File: config.mk
export PLATFORM = sky130hd
export DESIGN_NAME = ahb_irq_regs_flat
export DESIGN_NICKNAME = d
export VERILOG_FILES = /design/src/hdl/ahb_pkg.sv /design/src/hdl/ahb_slave_if.sv /design/src/hdl/ahb_irq_regs.sv /design/src/flat_wrapper.sv
export SDC_FILE = /design/constraint.sdc
export NUM_CORES = 1
export LEC_CHECK = 0
export BUFFER_PORTS_ARGS = -buffer_cell sky130_fd_sc_hd__buf_2
export CAP_MARGIN = 30
export CELL_PAD_IN_SITES_DETAIL_PLACEMENT = 0
export CELL_PAD_IN_SITES_GLOBAL_PLACEMENT = 1
export CORE_ASPECT_RATIO = 1.2
export CORE_UTILIZATION = 34
export CTS_CLUSTER_SIZE = 28
export DETAILED_ROUTE_END_ITERATION = 12
export PLACE_DENSITY_LB_ADDON = 0.12
export RECOVER_POWER = 50
export SETUP_SLACK_MARGIN = 0.02
export SLEW_MARGIN = 5
export SYNTH_ARGS = -nofsm -noshare
export SYNTH_HDL_FRONTEND = slang
export SYNTH_SLANG_ARGS = --single-unit
export TNS_END_PERCENT = 100
File: constraint.sdc
create_clock -name hclk -period 3.8 [get_ports hclk]
set_input_delay 0.76 -clock hclk [delete_from_list [all_inputs] [get_ports hclk]]
set_output_delay 0.76 -clock hclk [all_outputs]
set_load 0.01 [all_outputs]
File: src/hdl/ahb_pkg.sv
// Shared AHB-Lite types, transfer codes, address map and register offsets; import it where needed.
`default_nettype none

package ahb_pkg;

	typedef logic [31:0] addr_t;
	typedef logic [31:0] data_t;
	typedef logic [1:0]  trans_t;
	typedef logic [15:0] region_t; // Upper address field, bits 31 to 16.
	typedef logic [7:0]  reg_off_t; // Byte offset inside the register block.

	localparam trans_t HTRANS_IDLE   = 2'b00;
	localparam trans_t HTRANS_BUSY   = 2'b01;
	localparam trans_t HTRANS_NONSEQ = 2'b10;
	localparam trans_t HTRANS_SEQ    = 2'b11;

	localparam region_t REGION_SRAM = 16'h0000;
	localparam region_t REGION_REGS = 16'h0001;

	localparam reg_off_t REG_CTRL    = 8'h00; // Bit 0 enables the interrupt.
	localparam reg_off_t REG_SCRATCH = 8'h04;
	localparam reg_off_t REG_STATUS  = 8'h08; // Bit 0 is pending, write 1 to clear.
	localparam reg_off_t REG_TRIGGER = 8'h0C; // Write bit 0 to set pending.

	typedef enum logic [1:0] {DEC_IDLE, DEC_ERR1, DEC_ERR2} dec_state_t;

	typedef enum logic {REG_IDLE, REG_WAIT} reg_state_t;

endpackage

`default_nettype wire

File: src/hdl/ahb_slave_if.sv
// Bundle between the bus decoder and one downstream AHB-Lite slave, one instance per slave.
`timescale 1ns/1ps
`default_nettype none

interface ahb_slave_if;
	import ahb_pkg::*;

	logic   hsel;
	addr_t  haddr;
	trans_t htrans;
	logic   hwrite;
	data_t  hwdata;
	logic   hready; // Muxed ready, broadcast by the decoder.
	data_t  hrdata;
	logic   hreadyout;
	logic   hresp;

	modport decoder (
		output hsel, haddr, htrans, hwrite, hwdata, hready,
		input  hrdata, hreadyout, hresp
	);

	modport slave (
		input  hsel, haddr, htrans, hwrite, hwdata, hready,
		output hrdata, hreadyout, hresp
	);

endinterface

`default_nettype wire

File: src/hdl/ahb_irq_regs.sv
// Register slave with one wait state, control, scratch and pending status, driving an interrupt.
`timescale 1ns/1ps
`default_nettype none

module ahb_irq_regs (
	input  wire        hclk,
	input  wire        rst_n,
	ahb_slave_if.slave bus,
	output logic       irq
);
	import ahb_pkg::*;

	reg_state_t state;
	reg_off_t   off_q;
	logic       wr_q;
	logic       xfer_q; // Last cycle of a data phase.
	logic       accept;
	logic       enable;
	logic       pending;
	data_t      scratch;

	assign accept = (state == REG_IDLE) && bus.hsel && bus.htrans[1] && bus.hready;

	always_ff @(posedge hclk) begin
		if (!rst_n) begin
			state  <= REG_IDLE;
			xfer_q <= 1'b0;
		end else begin
			xfer_q <= (state == REG_WAIT);
			case (state)
				REG_IDLE: state <= accept ? REG_WAIT : REG_IDLE;
				default:  state <= REG_IDLE;
			endcase
		end
	end

	always_ff @(posedge hclk) begin
		if (accept) begin
			off_q <= bus.haddr[7:0];
			wr_q  <= bus.hwrite;
		end
	end

	always_ff @(posedge hclk) begin
		if (!rst_n) begin
			enable  <= 1'b0;
			scratch <= '0;
			pending <= 1'b0;
			irq     <= 1'b0;
		end else begin
			irq <= enable && pending;
			if (xfer_q && wr_q) begin
				case (off_q)
					REG_CTRL:    enable  <= bus.hwdata[0];
					REG_SCRATCH: scratch <= bus.hwdata;
					REG_STATUS:  pending <= pending && !bus.hwdata[0];
					REG_TRIGGER: pending <= pending || bus.hwdata[0];
					default: ;
				endcase
			end
		end
	end

	always_comb begin
		case (off_q)
			REG_CTRL:    bus.hrdata = {31'b0, enable};
			REG_SCRATCH: bus.hrdata = scratch;
			REG_STATUS:  bus.hrdata = {31'b0, pending};
			default:     bus.hrdata = '0;
		endcase
	end

	assign bus.hreadyout = (state != REG_WAIT);
	assign bus.hresp     = 1'b0;

endmodule

`default_nettype wire

File: src/flat_wrapper.sv
// flat-port wrapper written by rule: the top's interface ports become plain ports
module ahb_irq_regs_flat import ahb_pkg::*;
  (hclk, rst_n, irq, bus_hsel, bus_haddr, bus_htrans, bus_hwrite, bus_hwdata, bus_hready, bus_hrdata, bus_hreadyout, bus_hresp);
  ahb_slave_if bus_i ();
  input  wire hclk;
  input  wire rst_n;
  output logic irq;
  input wire logic [$bits(bus_i.hsel)-1:0] bus_hsel;
  input wire logic [$bits(bus_i.haddr)-1:0] bus_haddr;
  input wire logic [$bits(bus_i.htrans)-1:0] bus_htrans;
  input wire logic [$bits(bus_i.hwrite)-1:0] bus_hwrite;
  input wire logic [$bits(bus_i.hwdata)-1:0] bus_hwdata;
  input wire logic [$bits(bus_i.hready)-1:0] bus_hready;
  output wire logic [$bits(bus_i.hrdata)-1:0] bus_hrdata;
  output wire logic [$bits(bus_i.hreadyout)-1:0] bus_hreadyout;
  output wire logic [$bits(bus_i.hresp)-1:0] bus_hresp;
  assign bus_i.hsel = bus_hsel;
  assign bus_i.haddr = bus_haddr;
  assign bus_i.htrans = bus_htrans;
  assign bus_i.hwrite = bus_hwrite;
  assign bus_i.hwdata = bus_hwdata;
  assign bus_i.hready = bus_hready;
  assign bus_hrdata = bus_i.hrdata;
  assign bus_hreadyout = bus_i.hreadyout;
  assign bus_hresp = bus_i.hresp;
  ahb_irq_regs u_core (.hclk(hclk), .rst_n(rst_n), .bus(bus_i), .irq(irq));
endmodule
==> impl.org <==
** Outcome
- Status :: finished clean

** Route
- The first detailed-routing pass took 4 iterations.
- Post-DRT Antenna Nets :: 0
- In the routed layout, each cell is associated on average with a via count of 4.36.
- After detailed routing, no signal wire sits above met4.
- Met3 layer wire length in the routed design :: 328 um
- The detailed router placed 1603 vias in this run.
- Met1 wire length :: 1.75 mm
- Total met2 wirelength after detailed routing :: 1.82 mm
- Routed Wire Length :: 3.96 mm
- DRC violation count after routing :: 0
- 1st-iter DRT viols :: 62
- Dividing the detail-routed wire length by the instance count gives 10.8 um.

** Pwr
- P_leak :: 1.10 nW
- Total power consumption of the routed design :: 822 uW
- Max VDD drop :: 0.183 mV
- Power density over the cells :: 323 nW/um2

** Synth
- The average instance in the mapped netlist occupies 9.55 um2.
- Top cells by instance count after synthesis :: 68 x sky130_fd_sc_hd__nand2_1, 37 x sky130_fd_sc_hd__dfxtp_1, 35 x sky130_fd_sc_hd__mux2i_1
- Portion of the post-synthesis area used by sequential elements :: 49.7%
- Async set or reset register ratio after synthesis :: 0%
- When the netlist entered floorplanning its net count stood at 284.
- Leading cell types by total area after synthesis :: sky130_fd_sc_hd__dfxtp_1 36%, sky130_fd_sc_hd__mux2i_1 17%, sky130_fd_sc_hd__edfxtp_1 13%
- Number of instances in the synthesized netlist :: 213
- Yosys top cell area share :: 36.4%
- Post-synthesis instance area :: 2030 um2
- In the post-synthesis netlist, the cell with the most instances is sky130_fd_sc_hd__nand2_1.
- The netlist uses 23 different library cells.
- The synthesized design spends more area on one cell type than any other, namely sky130_fd_sc_hd__dfxtp_1.
- Number of enable flip-flop cells after synthesis :: 9
- Among all flip-flop cells after synthesis, the most frequent one is sky130_fd_sc_hd__dfxtp_1.
- Number of warnings printed during yosys synthesis :: 0
- After synthesis the netlist holds a flip-flop and latch count of 46.

** Setup path
- The critical path is of the register to output pin type.
- The worst setup path is launched from a register.
- Series of cell instances along the critical path :: or4b_1 > nor2_1 > buf_4 > and2_1 > buf_2
- On the worst path, the slowest cell contributes a delay of 620 ps.
- Signal arrival time at the worst endpoint :: 2050 ps
- STA puts the critical path data required time at 3040 ps.
- Library cell contributing the largest single delay on the critical path :: sky130_fd_sc_hd__or4b_1
- Of all nets on the critical path, the largest fanout is 17.
- Crit end category :: output pin

** Clock network
- Number of buffers inserted to repair setup after CTS :: 0
- Post-cts sizing count :: 0
- Total number of clock tree sinks :: 46
- The cell sitting at the root of the clock tree is a sky130_fd_sc_hd__clkbuf_8.
- Clock insertion delay at the later pin of the skew report :: 290 ps
- Total CTS buffers :: 5
- CTS tree :: done
- CTS clock-pin slew for the worst setup and hold paths :: 80 ps
- The H-tree was split into 2 levels.
- The clock passes through at most 2 buffers.
- Cts hold-fix bufs :: 0

** STA
- Hold is met by 453 ps.
- Maximum operating frequency :: 356 MHz
- Headroom to the max-slew limit :: 27.6%
- The max-slew violation count was 0.
- The hold violation count in the final report is 0.
- Tcrit/Tclk final :: 73.9%
- At the pin with the least slew margin, the transition time is 1090 ps.
- Tmin final :: 2810 ps
- The clock arrives with 3.84 ps of skew.
- Final Worst Setup Slack :: 990 ps
- Adding up every negative setup slack in the final design gives 0 ps.
- Setup violations remaining at the end of the flow were counted as 0.
- Setup repair after global routing left no endpoint under its margin.

** Final layout
- After the flow finishes, the layout carries non-filler instances totaling 368.
- Area overhead of the layout relative to synthesis :: 25.2%
- After routing the design area is 2550 um2.
- Cells fill 44.6% of the core in the end.
- Layout net count :: 358
- In the final layout, the share of cells above drive strength 1 is 29.9%.
- 0 antenna diodes ended up in the layout.

** Floorplan
- The initial utilization of the core area, before any placement, comes to 35.6%.
- Measured along the x axis, the die boundary spans 72.6 um.
- The floorplan has 30 rows.
- In this run the vertical extent of the chip is 86.7 um.
- Core Area :: 5710 um2
- Area of the die :: 6290 um2
- Number of ports placed on the die boundary :: 106

** GRT
- Entering global routing, the biggest net connects 47 pins.
- The first global-routing pass estimated 6.26 mm of wire.
- Global routing consumed, over all layers together, 13.0% of the routing resources.
- The number of global-route vias before repair was 1425.
- The total overflow left after global routing is 0.
- Initial antenna violation count :: 0

** Place
- Total placed cells including tap cells :: 360
- DP Wirelength :: 2.69 mm
- The placed instances occupy a cell area of 2470 um2.
- Dpl ws :: 1290 ps
- Number of I/O port buffers :: 79
- RD Place Congestion :: 0.730

** Flow run
- Count of maximum capacitance violations :: 0

** Min path
- The tightest min-delay check is of the register to register type.
-- worst paths after layout --
check,start,to,slack [ps],cells after the start
max,u_core.off_q[3],bus_hrdata[5],990,5
min,u_core.scratch[29],u_core.scratch[29],450,2
max reg2reg,u_core.off_q[3],u_core.scratch[12],1350,4
min reg2reg,u_core.scratch[29],u_core.scratch[29],450,2
-- kinds of logic (layout without fill, tap and decap cells) --
| logic type | Yosys count | after routing | share of synthesized area, % |
|---|---|---|---|
| compound gates | 1 | 1 | 0.246 |
| other cells | 1 | 1 | 0.184 |
| flops | 46 | 46 | 49.7 |
| mux | 35 | 35 | 17.2 |
| buf+inv | 17 | 92 | 5.05 |
| simple gates | 113 | 113 | 27.6 |
-- routing by layer --
layer  vias up  GRT usage (%)
li1        833              -
met1       704           15.4
met2        61           21.0
met3         5           4.88
met4         0           5.35
met5         -              0
-- power breakdown --
group          switching (mW)  total [mW]  leakage (nW)  internal, mW
clock                   0.150       0.273        0.0407         0.123
combinational          0.0240      0.0474         0.678        0.0234
sequential            0.00183       0.502         0.380         0.500
total                   0.176       0.822          1.10         0.647
-- layout make-up --
type / count / area, um2
Fill cell: 596 / 3160
Sequential cell: 46 / 1010
Multi-Input combinational cell: 150 / 920
Timing Repair Buffer: 83 / 432
Tap cell: 80 / 100
Clock buffer: 5 / 68.8
Clock inverter: 3 / 11.3
Inverter: 1 / 3.75
-- registers in the layout, indices dropped and copies added (netlist names), named ones only --
register and cells:
u_core.wr_q 1, u_core.off_q 8, u_core.xfer_q 1, u_core.state 1
u_core.enable 1, u_core.scratch 32, u_core.irq 1
-- layout by cell type (no fill, tap or decap), types with 2 or more instances in the layout --
cell / Yosys / routed
sky130_fd_sc_hd__clkbuf_1: 11 / 3
sky130_fd_sc_hd__edfxtp_1: 9 / 9
sky130_fd_sc_hd__and2_1: 33 / 32
sky130_fd_sc_hd__buf_2: 1 / 76
sky130_fd_sc_hd__mux2i_1: 35 / 35
sky130_fd_sc_hd__nand2_1: 68 / 68
sky130_fd_sc_hd__buf_4: 1 / 2
sky130_fd_sc_hd__nor4_1: 2 / 2
sky130_fd_sc_hd__clkbuf_8: 0 / 5
sky130_fd_sc_hd__clkinv_1: 0 / 3
sky130_fd_sc_hd__dfxtp_1: 37 / 37
-- worst max-delay path: cells and delay by family, from the launching register on --
family | cells | cell delay, ps
flip-flops | 1 | 460
buffers and inverters | 2 | 360
AND/OR/NAND/NOR | 3 | 950
Note: power is estimated with default switching activity, not from simulation.
