### config.mk
export PLATFORM = sky130hd
export DESIGN_NAME = ahb_bus_decoder_flat
export DESIGN_NICKNAME = d
export VERILOG_FILES = /design/src/hdl/ahb_pkg.sv /design/src/hdl/ahb_slave_if.sv /design/src/hdl/ahb_bus_decoder.sv /design/src/flat_wrapper.sv
export SDC_FILE = /design/constraint.sdc
export NUM_CORES = 1
export LEC_CHECK = 0
export BUFFER_PORTS_ARGS = -buffer_cell sky130_fd_sc_hd__buf_4
export CAP_MARGIN = 5
export CORE_AREA = 2 2 121 123
export DETAILED_ROUTE_END_ITERATION = 16
export DIE_AREA = 0 0 123 125
export REMOVE_ABC_BUFFERS = 1
export SKIP_CTS_REPAIR_TIMING = 1
export SLEW_MARGIN = 10
export SYNTH_ARGS = -nofsm -noshare
export SYNTH_HDL_FRONTEND = slang
export SYNTH_SLANG_ARGS = --single-unit
export TNS_END_PERCENT = 10
### constraint.sdc
create_clock -name hclk -period 1.25 [get_ports hclk]
set_clock_uncertainty 0.2 [all_clocks]
set_input_delay 0.1875 -clock hclk [delete_from_list [all_inputs] [get_ports hclk]]
set_output_delay 0.1875 -clock hclk [all_outputs]
set_load 0.01 [all_outputs]
### src/hdl/ahb_pkg.sv
// Shared AHB-Lite types, transfer codes, address map and register offsets; import it where needed.
`default_nettype none

package ahb_pkg;

	typedef logic [31:0] addr_t;
	typedef logic [31:0] data_t;
	typedef logic [1:0]  trans_t;
	typedef logic [15:0] region_t; // Upper address field, bits 31 to 16.
	typedef logic [7:0]  reg_off_t; // Byte offset inside the register block.

	localparam trans_t HTRANS_IDLE   = 2'b00;
	localparam trans_t HTRANS_BUSY   = 2'b01;
	localparam trans_t HTRANS_NONSEQ = 2'b10;
	localparam trans_t HTRANS_SEQ    = 2'b11;

	localparam region_t REGION_SRAM = 16'h0000;
	localparam region_t REGION_REGS = 16'h0001;

	localparam reg_off_t REG_CTRL    = 8'h00; // Bit 0 enables the interrupt.
	localparam reg_off_t REG_SCRATCH = 8'h04;
	localparam reg_off_t REG_STATUS  = 8'h08; // Bit 0 is pending, write 1 to clear.
	localparam reg_off_t REG_TRIGGER = 8'h0C; // Write bit 0 to set pending.

	typedef enum logic [1:0] {DEC_IDLE, DEC_ERR1, DEC_ERR2} dec_state_t;

	typedef enum logic {REG_IDLE, REG_WAIT} reg_state_t;

endpackage

`default_nettype wire

### src/hdl/ahb_slave_if.sv
// Bundle between the bus decoder and one downstream AHB-Lite slave, one instance per slave.
`timescale 1ns/1ps
`default_nettype none

interface ahb_slave_if;
	import ahb_pkg::*;

	logic   hsel;
	addr_t  haddr;
	trans_t htrans;
	logic   hwrite;
	data_t  hwdata;
	logic   hready; // Muxed ready, broadcast by the decoder.
	data_t  hrdata;
	logic   hreadyout;
	logic   hresp;

	modport decoder (
		output hsel, haddr, htrans, hwrite, hwdata, hready,
		input  hrdata, hreadyout, hresp
	);

	modport slave (
		input  hsel, haddr, htrans, hwrite, hwdata, hready,
		output hrdata, hreadyout, hresp
	);

endinterface

`default_nettype wire

### src/hdl/ahb_bus_decoder.sv
// AHB-Lite address decoder with response mux and default ERROR slave for unmapped regions.
`timescale 1ns/1ps
`default_nettype none

module ahb_bus_decoder (
	input  wire             hclk,
	input  wire             rst_n,
	input  wire             hsel,
	input  wire ahb_pkg::addr_t  haddr,
	input  wire ahb_pkg::trans_t htrans,
	input  wire             hwrite,
	input  wire ahb_pkg::data_t  hwdata,
	input  wire             hready,
	output ahb_pkg::data_t  hrdata,
	output logic            hreadyout,
	output logic            hresp,
	ahb_slave_if.decoder    sram_port,
	ahb_slave_if.decoder    regs_port
);
	import ahb_pkg::*;

	region_t    region;
	logic       active;
	logic       hit_sram;
	logic       hit_regs;
	logic       hit_none;
	logic       dp_sram; // SRAM owns the current data phase.
	logic       dp_regs; // Register block owns the current data phase.
	dec_state_t state;

	assign region   = haddr[31:16];
	assign active   = hsel && (htrans == HTRANS_NONSEQ || htrans == HTRANS_SEQ);
	assign hit_sram = (region == REGION_SRAM);
	assign hit_regs = (region == REGION_REGS);
	assign hit_none = active && !hit_sram && !hit_regs;

	assign sram_port.hsel   = hsel && hit_sram;
	assign sram_port.haddr  = haddr;
	assign sram_port.htrans = htrans;
	assign sram_port.hwrite = hwrite;
	assign sram_port.hwdata = hwdata;
	assign sram_port.hready = hreadyout;

	assign regs_port.hsel   = hsel && hit_regs;
	assign regs_port.haddr  = haddr;
	assign regs_port.htrans = htrans;
	assign regs_port.hwrite = hwrite;
	assign regs_port.hwdata = hwdata;
	assign regs_port.hready = hreadyout;

	// The owner changes only when the previous data phase completes.
	always_ff @(posedge hclk) begin
		if (!rst_n) begin
			dp_sram <= 1'b0;
			dp_regs <= 1'b0;
		end else if (hready) begin
			dp_sram <= active && hit_sram;
			dp_regs <= active && hit_regs;
		end
	end

	// Default slave, two-cycle ERROR response for unmapped addresses.
	always_ff @(posedge hclk) begin
		if (!rst_n) begin
			state <= DEC_IDLE;
		end else begin
			case (state)
				DEC_ERR1: state <= DEC_ERR2;
				default: begin
					if (hready) begin
						state <= hit_none ? DEC_ERR1 : DEC_IDLE;
					end
				end
			endcase
		end
	end

	always_comb begin
		if (dp_sram) begin
			hrdata    = sram_port.hrdata;
			hreadyout = sram_port.hreadyout;
			hresp     = sram_port.hresp;
		end else if (dp_regs) begin
			hrdata    = regs_port.hrdata;
			hreadyout = regs_port.hreadyout;
			hresp     = regs_port.hresp;
		end else begin
			hrdata    = '0;
			hreadyout = (state != DEC_ERR1); // Wait cycle of the ERROR response.
			hresp     = (state != DEC_IDLE);
		end
	end

endmodule

`default_nettype wire

### src/flat_wrapper.sv
// flat-port wrapper written by rule: the top's interface ports become plain ports
module ahb_bus_decoder_flat import ahb_pkg::*;
  (hclk, rst_n, hsel, haddr, htrans, hwrite, hwdata, hready, hrdata, hreadyout, hresp, sram_port_hsel, sram_port_haddr, sram_port_htrans, sram_port_hwrite, sram_port_hwdata, sram_port_hready, sram_port_hrdata, sram_port_hreadyout, sram_port_hresp, regs_port_hsel, regs_port_haddr, regs_port_htrans, regs_port_hwrite, regs_port_hwdata, regs_port_hready, regs_port_hrdata, regs_port_hreadyout, regs_port_hresp);
  ahb_slave_if sram_port_i ();
  ahb_slave_if regs_port_i ();
  input  wire hclk;
  input  wire rst_n;
  input  wire hsel;
  input  wire ahb_pkg::addr_t haddr;
  input  wire ahb_pkg::trans_t htrans;
  input  wire hwrite;
  input  wire ahb_pkg::data_t hwdata;
  input  wire hready;
  output ahb_pkg::data_t hrdata;
  output logic hreadyout;
  output logic hresp;
  output wire logic [$bits(sram_port_i.hsel)-1:0] sram_port_hsel;
  output wire logic [$bits(sram_port_i.haddr)-1:0] sram_port_haddr;
  output wire logic [$bits(sram_port_i.htrans)-1:0] sram_port_htrans;
  output wire logic [$bits(sram_port_i.hwrite)-1:0] sram_port_hwrite;
  output wire logic [$bits(sram_port_i.hwdata)-1:0] sram_port_hwdata;
  output wire logic [$bits(sram_port_i.hready)-1:0] sram_port_hready;
  input wire logic [$bits(sram_port_i.hrdata)-1:0] sram_port_hrdata;
  input wire logic [$bits(sram_port_i.hreadyout)-1:0] sram_port_hreadyout;
  input wire logic [$bits(sram_port_i.hresp)-1:0] sram_port_hresp;
  output wire logic [$bits(regs_port_i.hsel)-1:0] regs_port_hsel;
  output wire logic [$bits(regs_port_i.haddr)-1:0] regs_port_haddr;
  output wire logic [$bits(regs_port_i.htrans)-1:0] regs_port_htrans;
  output wire logic [$bits(regs_port_i.hwrite)-1:0] regs_port_hwrite;
  output wire logic [$bits(regs_port_i.hwdata)-1:0] regs_port_hwdata;
  output wire logic [$bits(regs_port_i.hready)-1:0] regs_port_hready;
  input wire logic [$bits(regs_port_i.hrdata)-1:0] regs_port_hrdata;
  input wire logic [$bits(regs_port_i.hreadyout)-1:0] regs_port_hreadyout;
  input wire logic [$bits(regs_port_i.hresp)-1:0] regs_port_hresp;
  assign sram_port_hsel = sram_port_i.hsel;
  assign sram_port_haddr = sram_port_i.haddr;
  assign sram_port_htrans = sram_port_i.htrans;
  assign sram_port_hwrite = sram_port_i.hwrite;
  assign sram_port_hwdata = sram_port_i.hwdata;
  assign sram_port_hready = sram_port_i.hready;
  assign sram_port_i.hrdata = sram_port_hrdata;
  assign sram_port_i.hreadyout = sram_port_hreadyout;
  assign sram_port_i.hresp = sram_port_hresp;
  assign regs_port_hsel = regs_port_i.hsel;
  assign regs_port_haddr = regs_port_i.haddr;
  assign regs_port_htrans = regs_port_i.htrans;
  assign regs_port_hwrite = regs_port_i.hwrite;
  assign regs_port_hwdata = regs_port_i.hwdata;
  assign regs_port_hready = regs_port_i.hready;
  assign regs_port_i.hrdata = regs_port_hrdata;
  assign regs_port_i.hreadyout = regs_port_hreadyout;
  assign regs_port_i.hresp = regs_port_hresp;
  ahb_bus_decoder u_core (.hclk(hclk), .rst_n(rst_n), .hsel(hsel), .haddr(haddr), .htrans(htrans), .hwrite(hwrite), .hwdata(hwdata), .hready(hready), .hrdata(hrdata), .hreadyout(hreadyout), .hresp(hresp), .sram_port(sram_port_i), .regs_port(regs_port_i));
endmodule
==> impl_metrics.toml, run 1 <==
[drt]
detailroute.via_count = 1679
routed-wl-met2_mm = 6.80
drc_errors = 0
route.detailed.wl_per_inst_um = 32.3
route.layer.met1.wl_mm = 2.64
number_of_detailed_route_iterations_in_the_first_pass = 4
detail_route.iter0.violations = 62
wirelength_mm = 14.0
wl_met3_mm = 4.31
ant_nets = 0
top_layer = "met5"
route.detailed.vias_per_inst = 3.87

[clock_network]
cts_tree = "yes"
clk_pin_slew_ps = 30
cts_made_buffers = 3
clock_tree.htree_level_count = 1
cts_num_sinks = 4
clkLatencyLatePin_ps = 230
cts.root.buffer_cell = "sky130_fd_sc_hd__clkbuf_16"
cts-root-to-sink-buffers = 2

[placement]
gpl.final_weighted_congestion = 0.934
post_dp_cell_area_mm2 = 0.00217
place.detailed.hpwl_mm = 12.9
post-place-cells = 430
port_buffers = 160

[global_route]
grt_antenna_before_repair = 0
maximum_number_of_pins_on_one_net_before_global_route_repair = 33
grt_remaining_overflow = 0
via_count_of_the_first_global_routing_pass = 1735
grt_use_total_pct = 16.9
grt_pass1_wl_mm = 16.6

[sta]
timing_hold_violations_final = 0
maxSlewViolCount = 0
final.period_utilization_pct = 127
period_needed_ps = 1580
grt_setup_unrepaired = "yes"
fmax_mhz = 631
finalSetupViolations = 39
worst_max_slew_margin_expressed_relative_to_the_limit_pct = 82.3
finalWorstSetupSlack_ps = -334
timing.setup.tns_ps = -11500
tightestPinTransition_ps = 264

[layout]
drive_above_1_share_pct = 79.2
fin_cells = 434
area_growth_from_synthesis_to_final_layout_pct = 44.0
n_antenna_cell = 0
nFillCells = 1615
stdcell_area_mm2 = 0.00233
final_nets = 391

[setup_path]
register_to_register_path_depth = 3
timing.critical_path.to_type = "primary output"
reg2reg_from = "u_core.state[0]"
cp_data_required_time_ps = 860
ff2ff_setup_slack_ps = 130
worst-path-max-fanout = 19
startpoint_type = "register"
rr_endpoint = "u_core.state[0]"
worstSetupPathType = "reg -> out"
critPathArrivalTime_ps = 1200

[min_path]
worstHoldPathCells = 2
hold_path_startpoint = "rst_n"
holdCritPathClass = "in -> reg"
min_delay_worst_endpoint = "u_core.state[1]"

[yosys]
synth_cell_type_count = 19
synth_largest_type_area_fraction_pct = 63.1
synth-seq-cells = 4
synth_area_per_cell_um2 = 7.78
yosysSeqAreaShare_pct = 4.95
synthDominantAreaCellType = "sky130_fd_sc_hd__buf_4"
syn_inst = 208
ys_warn_count = 0
synth_top_cells_by_area = "sky130_fd_sc_hd__buf_4 (63%), sky130_fd_sc_hd__a22o_1 (17%), sky130_fd_sc_hd__dfxtp_1 (4.9%), sky130_fd_sc_hd__buf_2 (1.9%), sky130_fd_sc_hd__nor2b_1 (1.5%)"
synth.cell_area_mm2 = 0.00162

[power]
vdd_ir_drop_max_uv = 503
finalPower_mw = 1.09
cellLeakagePower_nw = 1.15
p_per_area_mw_per_mm2 = 466

[floorplan]
row_count = 44
chipWidth_um = 123
fp.coreArea_mm2 = 0.0142
top_level_ports = 311
start_util_pct = 11.4
die_h_um = 125
die_footprint_mm2 = 0.0154

[outcome]
failed_checks = "setup timing"
status = "finished with violations"

[run]
max_cap_violations = 0
[cells in the mapped netlist]
| cell type | number |
|---|---|
| sky130_fd_sc_hd__a21boi_0 | 1 |
| sky130_fd_sc_hd__a22o_1 | 32 |
| sky130_fd_sc_hd__a32o_1 | 1 |
| sky130_fd_sc_hd__buf_2 | 6 |
| sky130_fd_sc_hd__buf_4 | 136 |
| sky130_fd_sc_hd__clkbuf_1 | 2 |
| sky130_fd_sc_hd__dfxtp_1 | 4 |
| sky130_fd_sc_hd__inv_1 | 2 |
| sky130_fd_sc_hd__mux2i_1 | 1 |
| sky130_fd_sc_hd__nand2_1 | 4 |
| sky130_fd_sc_hd__nand2b_1 | 2 |
| sky130_fd_sc_hd__nand4_1 | 1 |
| sky130_fd_sc_hd__nand4_2 | 1 |
| sky130_fd_sc_hd__nor2b_1 | 4 |
| sky130_fd_sc_hd__nor3_1 | 4 |
| sky130_fd_sc_hd__nor4_2 | 2 |
| sky130_fd_sc_hd__nor4_4 | 1 |
| sky130_fd_sc_hd__o21ai_0 | 1 |
| sky130_fd_sc_hd__o31ai_1 | 3 |
[critical path: stages, from the launching register on]
cell and delay (ps):
sky130_fd_sc_hd__dfxtp_2 380, sky130_fd_sc_hd__buf_4 270, sky130_fd_sc_hd__a22o_1 190, sky130_fd_sc_hd__buf_4 120
[cell usage in the layout, fill, tap and decap left out, drive strengths merged]
cell type / instances
a21boi: 1
nor4: 3
dlygate4sd3: 1
nor2b: 4
a22o: 32
inv: 2
clkbuf: 3
o31ai: 3
nor3: 4
o21ai: 1
nand2: 4
dfxtp: 4
nand4: 2
mux2i: 1
buf: 182
a32o: 1
nand2b: 2
[kinds of logic after synthesis]
| kind of cell | share of synthesized area [%] |
|---|---|
| DFF | 4.95 |
| AOI/OAI and AO/OA | 20.1 |
| and+or+nand+nor | 8.50 |
| muxes | 0.618 |
| buffers and inverters | 65.8 |
[layer usage]
layer  global-route usage [%]  vias to the layer above
li1                         -                      653
met4                     1.54                        6
met2                     29.9                      298
met3                     23.0                       12
met5                     11.8                        -
met1                     8.80                      710
[stage by stage]
step,setup WS [ps],util [%],hold slack [ps]
detailed placement,-253,15.3,175
global placement,-261,15.3,175
global route,-399,16.4,53.4
CTS,-433,15.8,-0.820
floorplan,-1240,-,90.7
finish,-334,16.4,40.5
[cell type report]
cell class | count | area (um^2) | share of cell area [%]
timing repair buffer | 183 | 1400 | 60.1
inverter | 2 | 7.51 | 0.322
sequential | 4 | 82.6 | 3.54
tap | 184 | 230 | 9.88
multi-input combinational | 58 | 536 | 23.0
clock buffer | 3 | 75.1 | 3.22
[worst max path at each step]
stage / start / end / slack (ps)
4_1_cts: u_core.dp_sram / hrdata[11] / -430
3_5_place_dp: haddr[25] / sram_port_hsel / -250
5_1_grt: u_core.dp_sram / hrdata[25] / -400
6_report: u_core.dp_sram / hrdata[11] / -330
3_3_place_gp: haddr[25] / sram_port_hsel / -260
2_1_floorplan: u_core.dp_sram / hrdata[30] / -1240
[sequential cells by signal, summed over array words and instances, names as in the netlist]
signal / flops
u_core.dp_sram: 1
u_core.dp_regs: 1
u_core.state: 2
[power by group]
part	switching, mW	internal (mW)
Sequential	0.00167	0.130
Clock	0.0936	0.409
Combinational	0.160	0.292
(Power assumes the default switching activity.)
==> run 2: changes to the inputs <==
--- a/config.mk
+++ b/config.mk
@@ -11,7 +11,6 @@
 export DETAILED_ROUTE_END_ITERATION = 16
 export DIE_AREA = 0 0 123 125
 export REMOVE_ABC_BUFFERS = 1
-export SKIP_CTS_REPAIR_TIMING = 1
 export SLEW_MARGIN = 10
 export SYNTH_ARGS = -nofsm -noshare
 export SYNTH_HDL_FRONTEND = slang
==> run 2 against run 1 <==
Net effect:
- the flow still finishes with violations (setup timing)
- wire length up 0.14%
- flip-flop and latch count unchanged
- utilization about the same
- design area up 0.21%
- setup slack worse by 2.9 ps
- die area unchanged
- clock power about the same
- via count up 0.24%
- first-iteration DRC count down 23%
- fmax down 0.19%
- non-clock buffer count unchanged
- final cell count unchanged
- critical endpoint unchanged
- largest cell class unchanged
- highest routed layer unchanged
==> impl_metrics.toml, run 2 (synthesized netlist as in run 1, its figures left out) <==
[layout]
largest_reg_flops = 2
final_nets = 391
drive_above_1_share_pct = 80.0
stdcell_area_mm2 = 0.00234
fin_cells = 434
n_antenna_cell = 0
reg_with_most_ffs = "u_core.state"
area_growth_from_synthesis_to_final_layout_pct = 44.3
nFillCells = 1614
most-common-layout-cells = "sky130_fd_sc_hd__buf_4 (179), sky130_fd_sc_hd__a22o_1 (32), sky130_fd_sc_hd__nand2_1 (4)"
layout.cells.most_common = "sky130_fd_sc_hd__buf_4"
utilization_pct = 16.4
layout_top_registers = "u_core.state (2), u_core.dp_regs (1), u_core.dp_sram (1)"

[placement]
port_buffers = 160
place.detailed.hpwl_mm = 12.9
post-place-cells = 430
post_dp_cell_area_mm2 = 0.00217
gpl.final_weighted_congestion = 0.934

[floorplan]
start_util_pct = 11.4
chipWidth_um = 123
die_footprint_mm2 = 0.0154
top_level_ports = 311
fp.coreArea_mm2 = 0.0142
row_count = 44
die_h_um = 125

[setup_path]
crit_path_max_incr_delay_ps = 330
critPathArrivalTime_ps = 1200
register_to_register_path_depth = 3
cp_slowest_cell = "sky130_fd_sc_hd__dfxtp_2"
crit_cells = 4
worst-path-max-fanout = 32
timing.critical_path.to_type = "primary output"
timing.critical_path.max_delay_family = "flip-flops"
startpoint_type = "register"
path_buf_inv = 2
worstSetupPathType = "reg -> out"
cp_data_required_time_ps = 860
critical_path.cell_chain = "nor2b_4, buf_12, a22o_1, buf_4"

[drt]
wirelength_mm = 14.0
detailroute.via_count = 1683
route.detailed.vias_per_inst = 3.88
ant_nets = 0
top_layer = "met5"
number_of_detailed_route_iterations_in_the_first_pass = 4
route.layer.met1.wl_mm = 2.62
detail_route.iter0.violations = 48
route.detailed.wl_per_inst_um = 32.3
wl_met3_mm = 4.33
routed-wl-met2_mm = 6.81
drc_errors = 0

[sta]
worst_max_slew_margin_expressed_relative_to_the_limit_pct = 81.7
final.period_utilization_pct = 127
finalSetupViolations = 40
maxSlewViolCount = 0
timing_hold_violations_final = 0
grt_setup_unrepaired = "yes"
tightestPinTransition_ps = 273
period_needed_ps = 1590
fmax_mhz = 630
finalWorstSetupSlack_ps = -337

[global_route]
grt_pass1_wl_mm = 16.6
maximum_number_of_pins_on_one_net_before_global_route_repair = 33
grt_antenna_before_repair = 0
via_count_of_the_first_global_routing_pass = 1740
grt_remaining_overflow = 0
grt_use_total_pct = 16.9

[clock_network]
cts_num_sinks = 4
clkLatencyLatePin_ps = 220
cts.root.buffer_cell = "sky130_fd_sc_hd__clkbuf_16"
cts_made_buffers = 3
clk_pin_slew_ps = 30
cts-root-to-sink-buffers = 2
cts_tree = "yes"
clock_tree.htree_level_count = 1

[power]
clock_power_share_pct = 46.4
power.share.combinational_pct = 41.6
p_int_mw = 0.827
sequentialPowerShare_pct = 12.0
netSwitchingFraction_pct = 23.6
vdd_ir_drop_max_uv = 500
p_sw_mw = 0.255
p_per_area_mw_per_mm2 = 463
cellLeakagePower_nw = 1.15

[run]
max_cap_violations = 0

[outcome]
failed_checks = "setup timing"
status = "finished with violations"

[min_path]
holdCritPathClass = "in -> reg"
worstHoldPathCells = 2
==> run 2: worst paths after layout <==
check | startpoint | end | slack (ps)
min reg2reg | u_core.state[0] | u_core.state[1] | 340
max reg2reg | u_core.state[0] | u_core.state[0] | 150
max | u_core.dp_regs | hrdata[11] | -340
min | rst_n | u_core.state[1] | 40
==> run 2: stage by stage <==
step	hold WS, ps	power (mW)	setup TNS, ps	worst slack (ps)
2_1_floorplan	90.7	0.151	-41560	-1240
3_3_place_gp	175	0.567	-6590	-261
3_5_place_dp	175	0.572	-6990	-253
4_1_cts	38.0	1.08	-11960	-348
5_1_grt	53.4	1.13	-13870	-400
6_report	39.6	1.08	-11660	-337
==> run 2: routing by layer <==
layer / global-route usage [%] / up-vias
li1: - / 652
met1: 8.83 / 709
met2: 30.0 / 304
met3: 23.0 / 12
met4: 1.54 / 6
met5: 11.8 / -
==> run 2: cell type report <==
| cell class | count | area, um^2 | share of cell area [%] |
|---|---|---|---|
| clock buffer | 3 | 75.1 | 3.21 |
| tap | 184 | 230 | 9.86 |
| sequential | 4 | 85.1 | 3.64 |
| timing repair buffer | 183 | 1400 | 59.8 |
| inverter | 2 | 7.51 | 0.321 |
| multi-input combinational | 58 | 542 | 23.2 |
==> run 2: repair_timing <==
| item | 4_1_cts | 5_1_grt |
|---|---|---|
| pin swaps | 15 | 14 |
| buffers inserted | 0 | 0 |
| setup endpoints to repair | 40 | 41 |
| gates resized for setup | 9 | 9 |
| endpoints found under the hold margin | 1 | 0 |
| hold buffers | 1 | 0 |
==> run 2: power groups by stage <==
stage / combinational (mW) / clock [mW] / sequential (mW)
after floorplan: 0.0184 / 0 / 0.133
after global placement: 0.434 / 0 / 0.133
after detailed placement: 0.439 / 0 / 0.133
after CTS: 0.448 / 0.506 / 0.129
after global routing: 0.478 / 0.520 / 0.130
final: 0.451 / 0.502 / 0.130
==> run 3: changes to the inputs <==
--- a/config.mk
+++ b/config.mk
@@ -10,6 +10,7 @@
 export CORE_AREA = 2 2 121 123
 export DETAILED_ROUTE_END_ITERATION = 16
 export DIE_AREA = 0 0 123 125
+export MAX_ROUTING_LAYER = met4
 export REMOVE_ABC_BUFFERS = 1
 export SLEW_MARGIN = 10
 export SYNTH_ARGS = -nofsm -noshare
==> run 3 against run 2 <==
Net effect:
- the flow still finishes with violations (setup timing)
- first-iteration DRC count grew 2.1%
- setup slack better by 1.7 ps
- global-route usage increased by 0.51 points
- count of clock-buffer cells in the layout unchanged
- non-clock buffer count stayed put
- hold slack about the same
- fmax grew 0.11%
- largest cell class unchanged
- highest routed layer is now met4
==> impl_metrics.toml, run 3 (synthesized netlist as in run 1, its figures left out) <==
[outcome]
status = "finished with violations"
failed_checks = "setup timing"

[layout]
stdcell_area_mm2 = 0.00234
drive_above_1_share_pct = 80.0
fin_cells = 434
reg_with_most_ffs = "u_core.state"
largest_reg_flops = 2
final_nets = 391
multiInputGateArea_um2 = 542
n_antenna_cell = 0
utilization_pct = 16.4
area_growth_from_synthesis_to_final_layout_pct = 44.3
layout.cells.most_common = "sky130_fd_sc_hd__buf_4"
nFillCells = 1614
final-seq-area_um2 = 85.1
layout_top_registers = "u_core.state (2), u_core.dp_regs (1), u_core.dp_sram (1)"
most-common-layout-cells = "sky130_fd_sc_hd__buf_4 (179), sky130_fd_sc_hd__a22o_1 (32), sky130_fd_sc_hd__nand2_1 (4)"

[floorplan]
fp.coreArea_mm2 = 0.0142
row_count = 44
top_level_ports = 311
die_footprint_mm2 = 0.0154
chipWidth_um = 123
start_util_pct = 11.4
die_h_um = 125

[global_route]
via_count_of_the_first_global_routing_pass = 1724
grt_pass1_wl_mm = 16.6
grt_remaining_overflow = 0
maximum_number_of_pins_on_one_net_before_global_route_repair = 33
grt_use_total_pct = 17.4
grt_antenna_before_repair = 0

[sta]
finalSetupViolations = 40
final.period_utilization_pct = 127
period_needed_ps = 1590
maxSlewViolCount = 0
grt_setup_unrepaired = "yes"
fmax_mhz = 631
finalWorstSetupSlack_ps = -336
worst_max_slew_margin_expressed_relative_to_the_limit_pct = 81.5
timing_hold_violations_final = 0
tightestPinTransition_ps = 275

[setup_path]
cp_slowest_cell = "sky130_fd_sc_hd__dfxtp_2"
ff2ff_setup_slack_ps = 150
register_to_register_path_depth = 3
startpoint_type = "register"
cp_data_required_time_ps = 860
worstSetupPathType = "reg -> out"
crit_path_max_incr_delay_ps = 330
timing.critical_path.max_delay_family = "flip-flops"
worst-path-max-fanout = 32
critPathArrivalTime_ps = 1200
path_buf_inv = 2
timing.critical_path.to_type = "primary output"
critical_path.cell_chain = "nor2b_4, buf_12, a22o_1, buf_4"
crit_cells = 4

[clock_network]
cts_made_buffers = 3
cts_num_sinks = 4
cts_setup_buffers = 0
clk_pin_slew_ps = 30
clock_tree.htree_level_count = 1
cts-root-to-sink-buffers = 2
cts_tree = "yes"
cts.root.buffer_cell = "sky130_fd_sc_hd__clkbuf_16"
clkLatencyLatePin_ps = 220

[power]
finalPower_mw = 1.08
vdd_ir_drop_max_uv = 498
p_per_area_mw_per_mm2 = 462
cellLeakagePower_nw = 1.15

[drt]
drc_errors = 0
wl_met3_mm = 4.14
routed-wl-met2_mm = 6.87
number_of_detailed_route_iterations_in_the_first_pass = 6
detailroute.via_count = 1696
route.detailed.wl_per_inst_um = 32.4
route.layer.met1.wl_mm = 3.01
ant_nets = 0
wirelength_mm = 14.1
detail_route.iter0.violations = 49
top_layer = "met4"
route.detailed.vias_per_inst = 3.91

[placement]
gpl.final_weighted_congestion = 0.951
place_ws_ps = -253
post_dp_cell_area_mm2 = 0.00217
post-place-cells = 430
port_buffers = 160
place.detailed.hpwl_mm = 12.9

[run]
max_cap_violations = 0

[min_path]
holdCritPathClass = "in -> reg"
worstHoldPathCells = 2
==> run 3: cell counts in the layout (fill, tap and decap cells not counted) <==
No cell type changed its count.
==> run 3: layout make-up <==
cell class                      count  area share, %
Multi-Input combinational cell     58           23.2
Tap cell                          184           9.86
Inverter                            2          0.321
Clock buffer                        3           3.21
Sequential cell                     4           3.64
Timing Repair Buffer              183           59.8
==> run 3: final timing paths <==
kind                                       from              end
worst max-delay path             u_core.dp_regs       hrdata[11]
worst min-delay path                      rst_n  u_core.state[1]
worst max register to register  u_core.state[0]  u_core.state[0]
worst min register to register  u_core.state[0]  u_core.state[1]
==> run 3: power breakdown <==
part,switching (mW),internal (mW),total (mW),leakage (nW)
Combinational,0.160,0.290,0.450,1.08
Clock,0.0914,0.409,0.500,0.0370
Sequential,0.00158,0.128,0.130,0.0337
==> run 3: repair_timing <==
action | in CTS | in global routing
resized for setup | 9 | 9
endpoints found under the hold margin | 1 | 0
hold buffers | 1 | 0
setup endpoints to repair | 40 | 41
pin swaps | 15 | 11
==> run 3: metrics by stage <==
stage                     hold slack [ps]  TNS [ps]
final                                39.6    -11620
after global placement                175     -6590
after detailed placement              175     -6990
after global routing                 53.4    -13880
after CTS                            38.0    -11960
after floorplan                      90.7    -41560
==> run 3: layer usage <==
layer,track usage [%],vias up
li1,-,652
met1,10.2,729
met2,30.1,311
met3,22.4,4
met4,1.27,0
met5,-,-
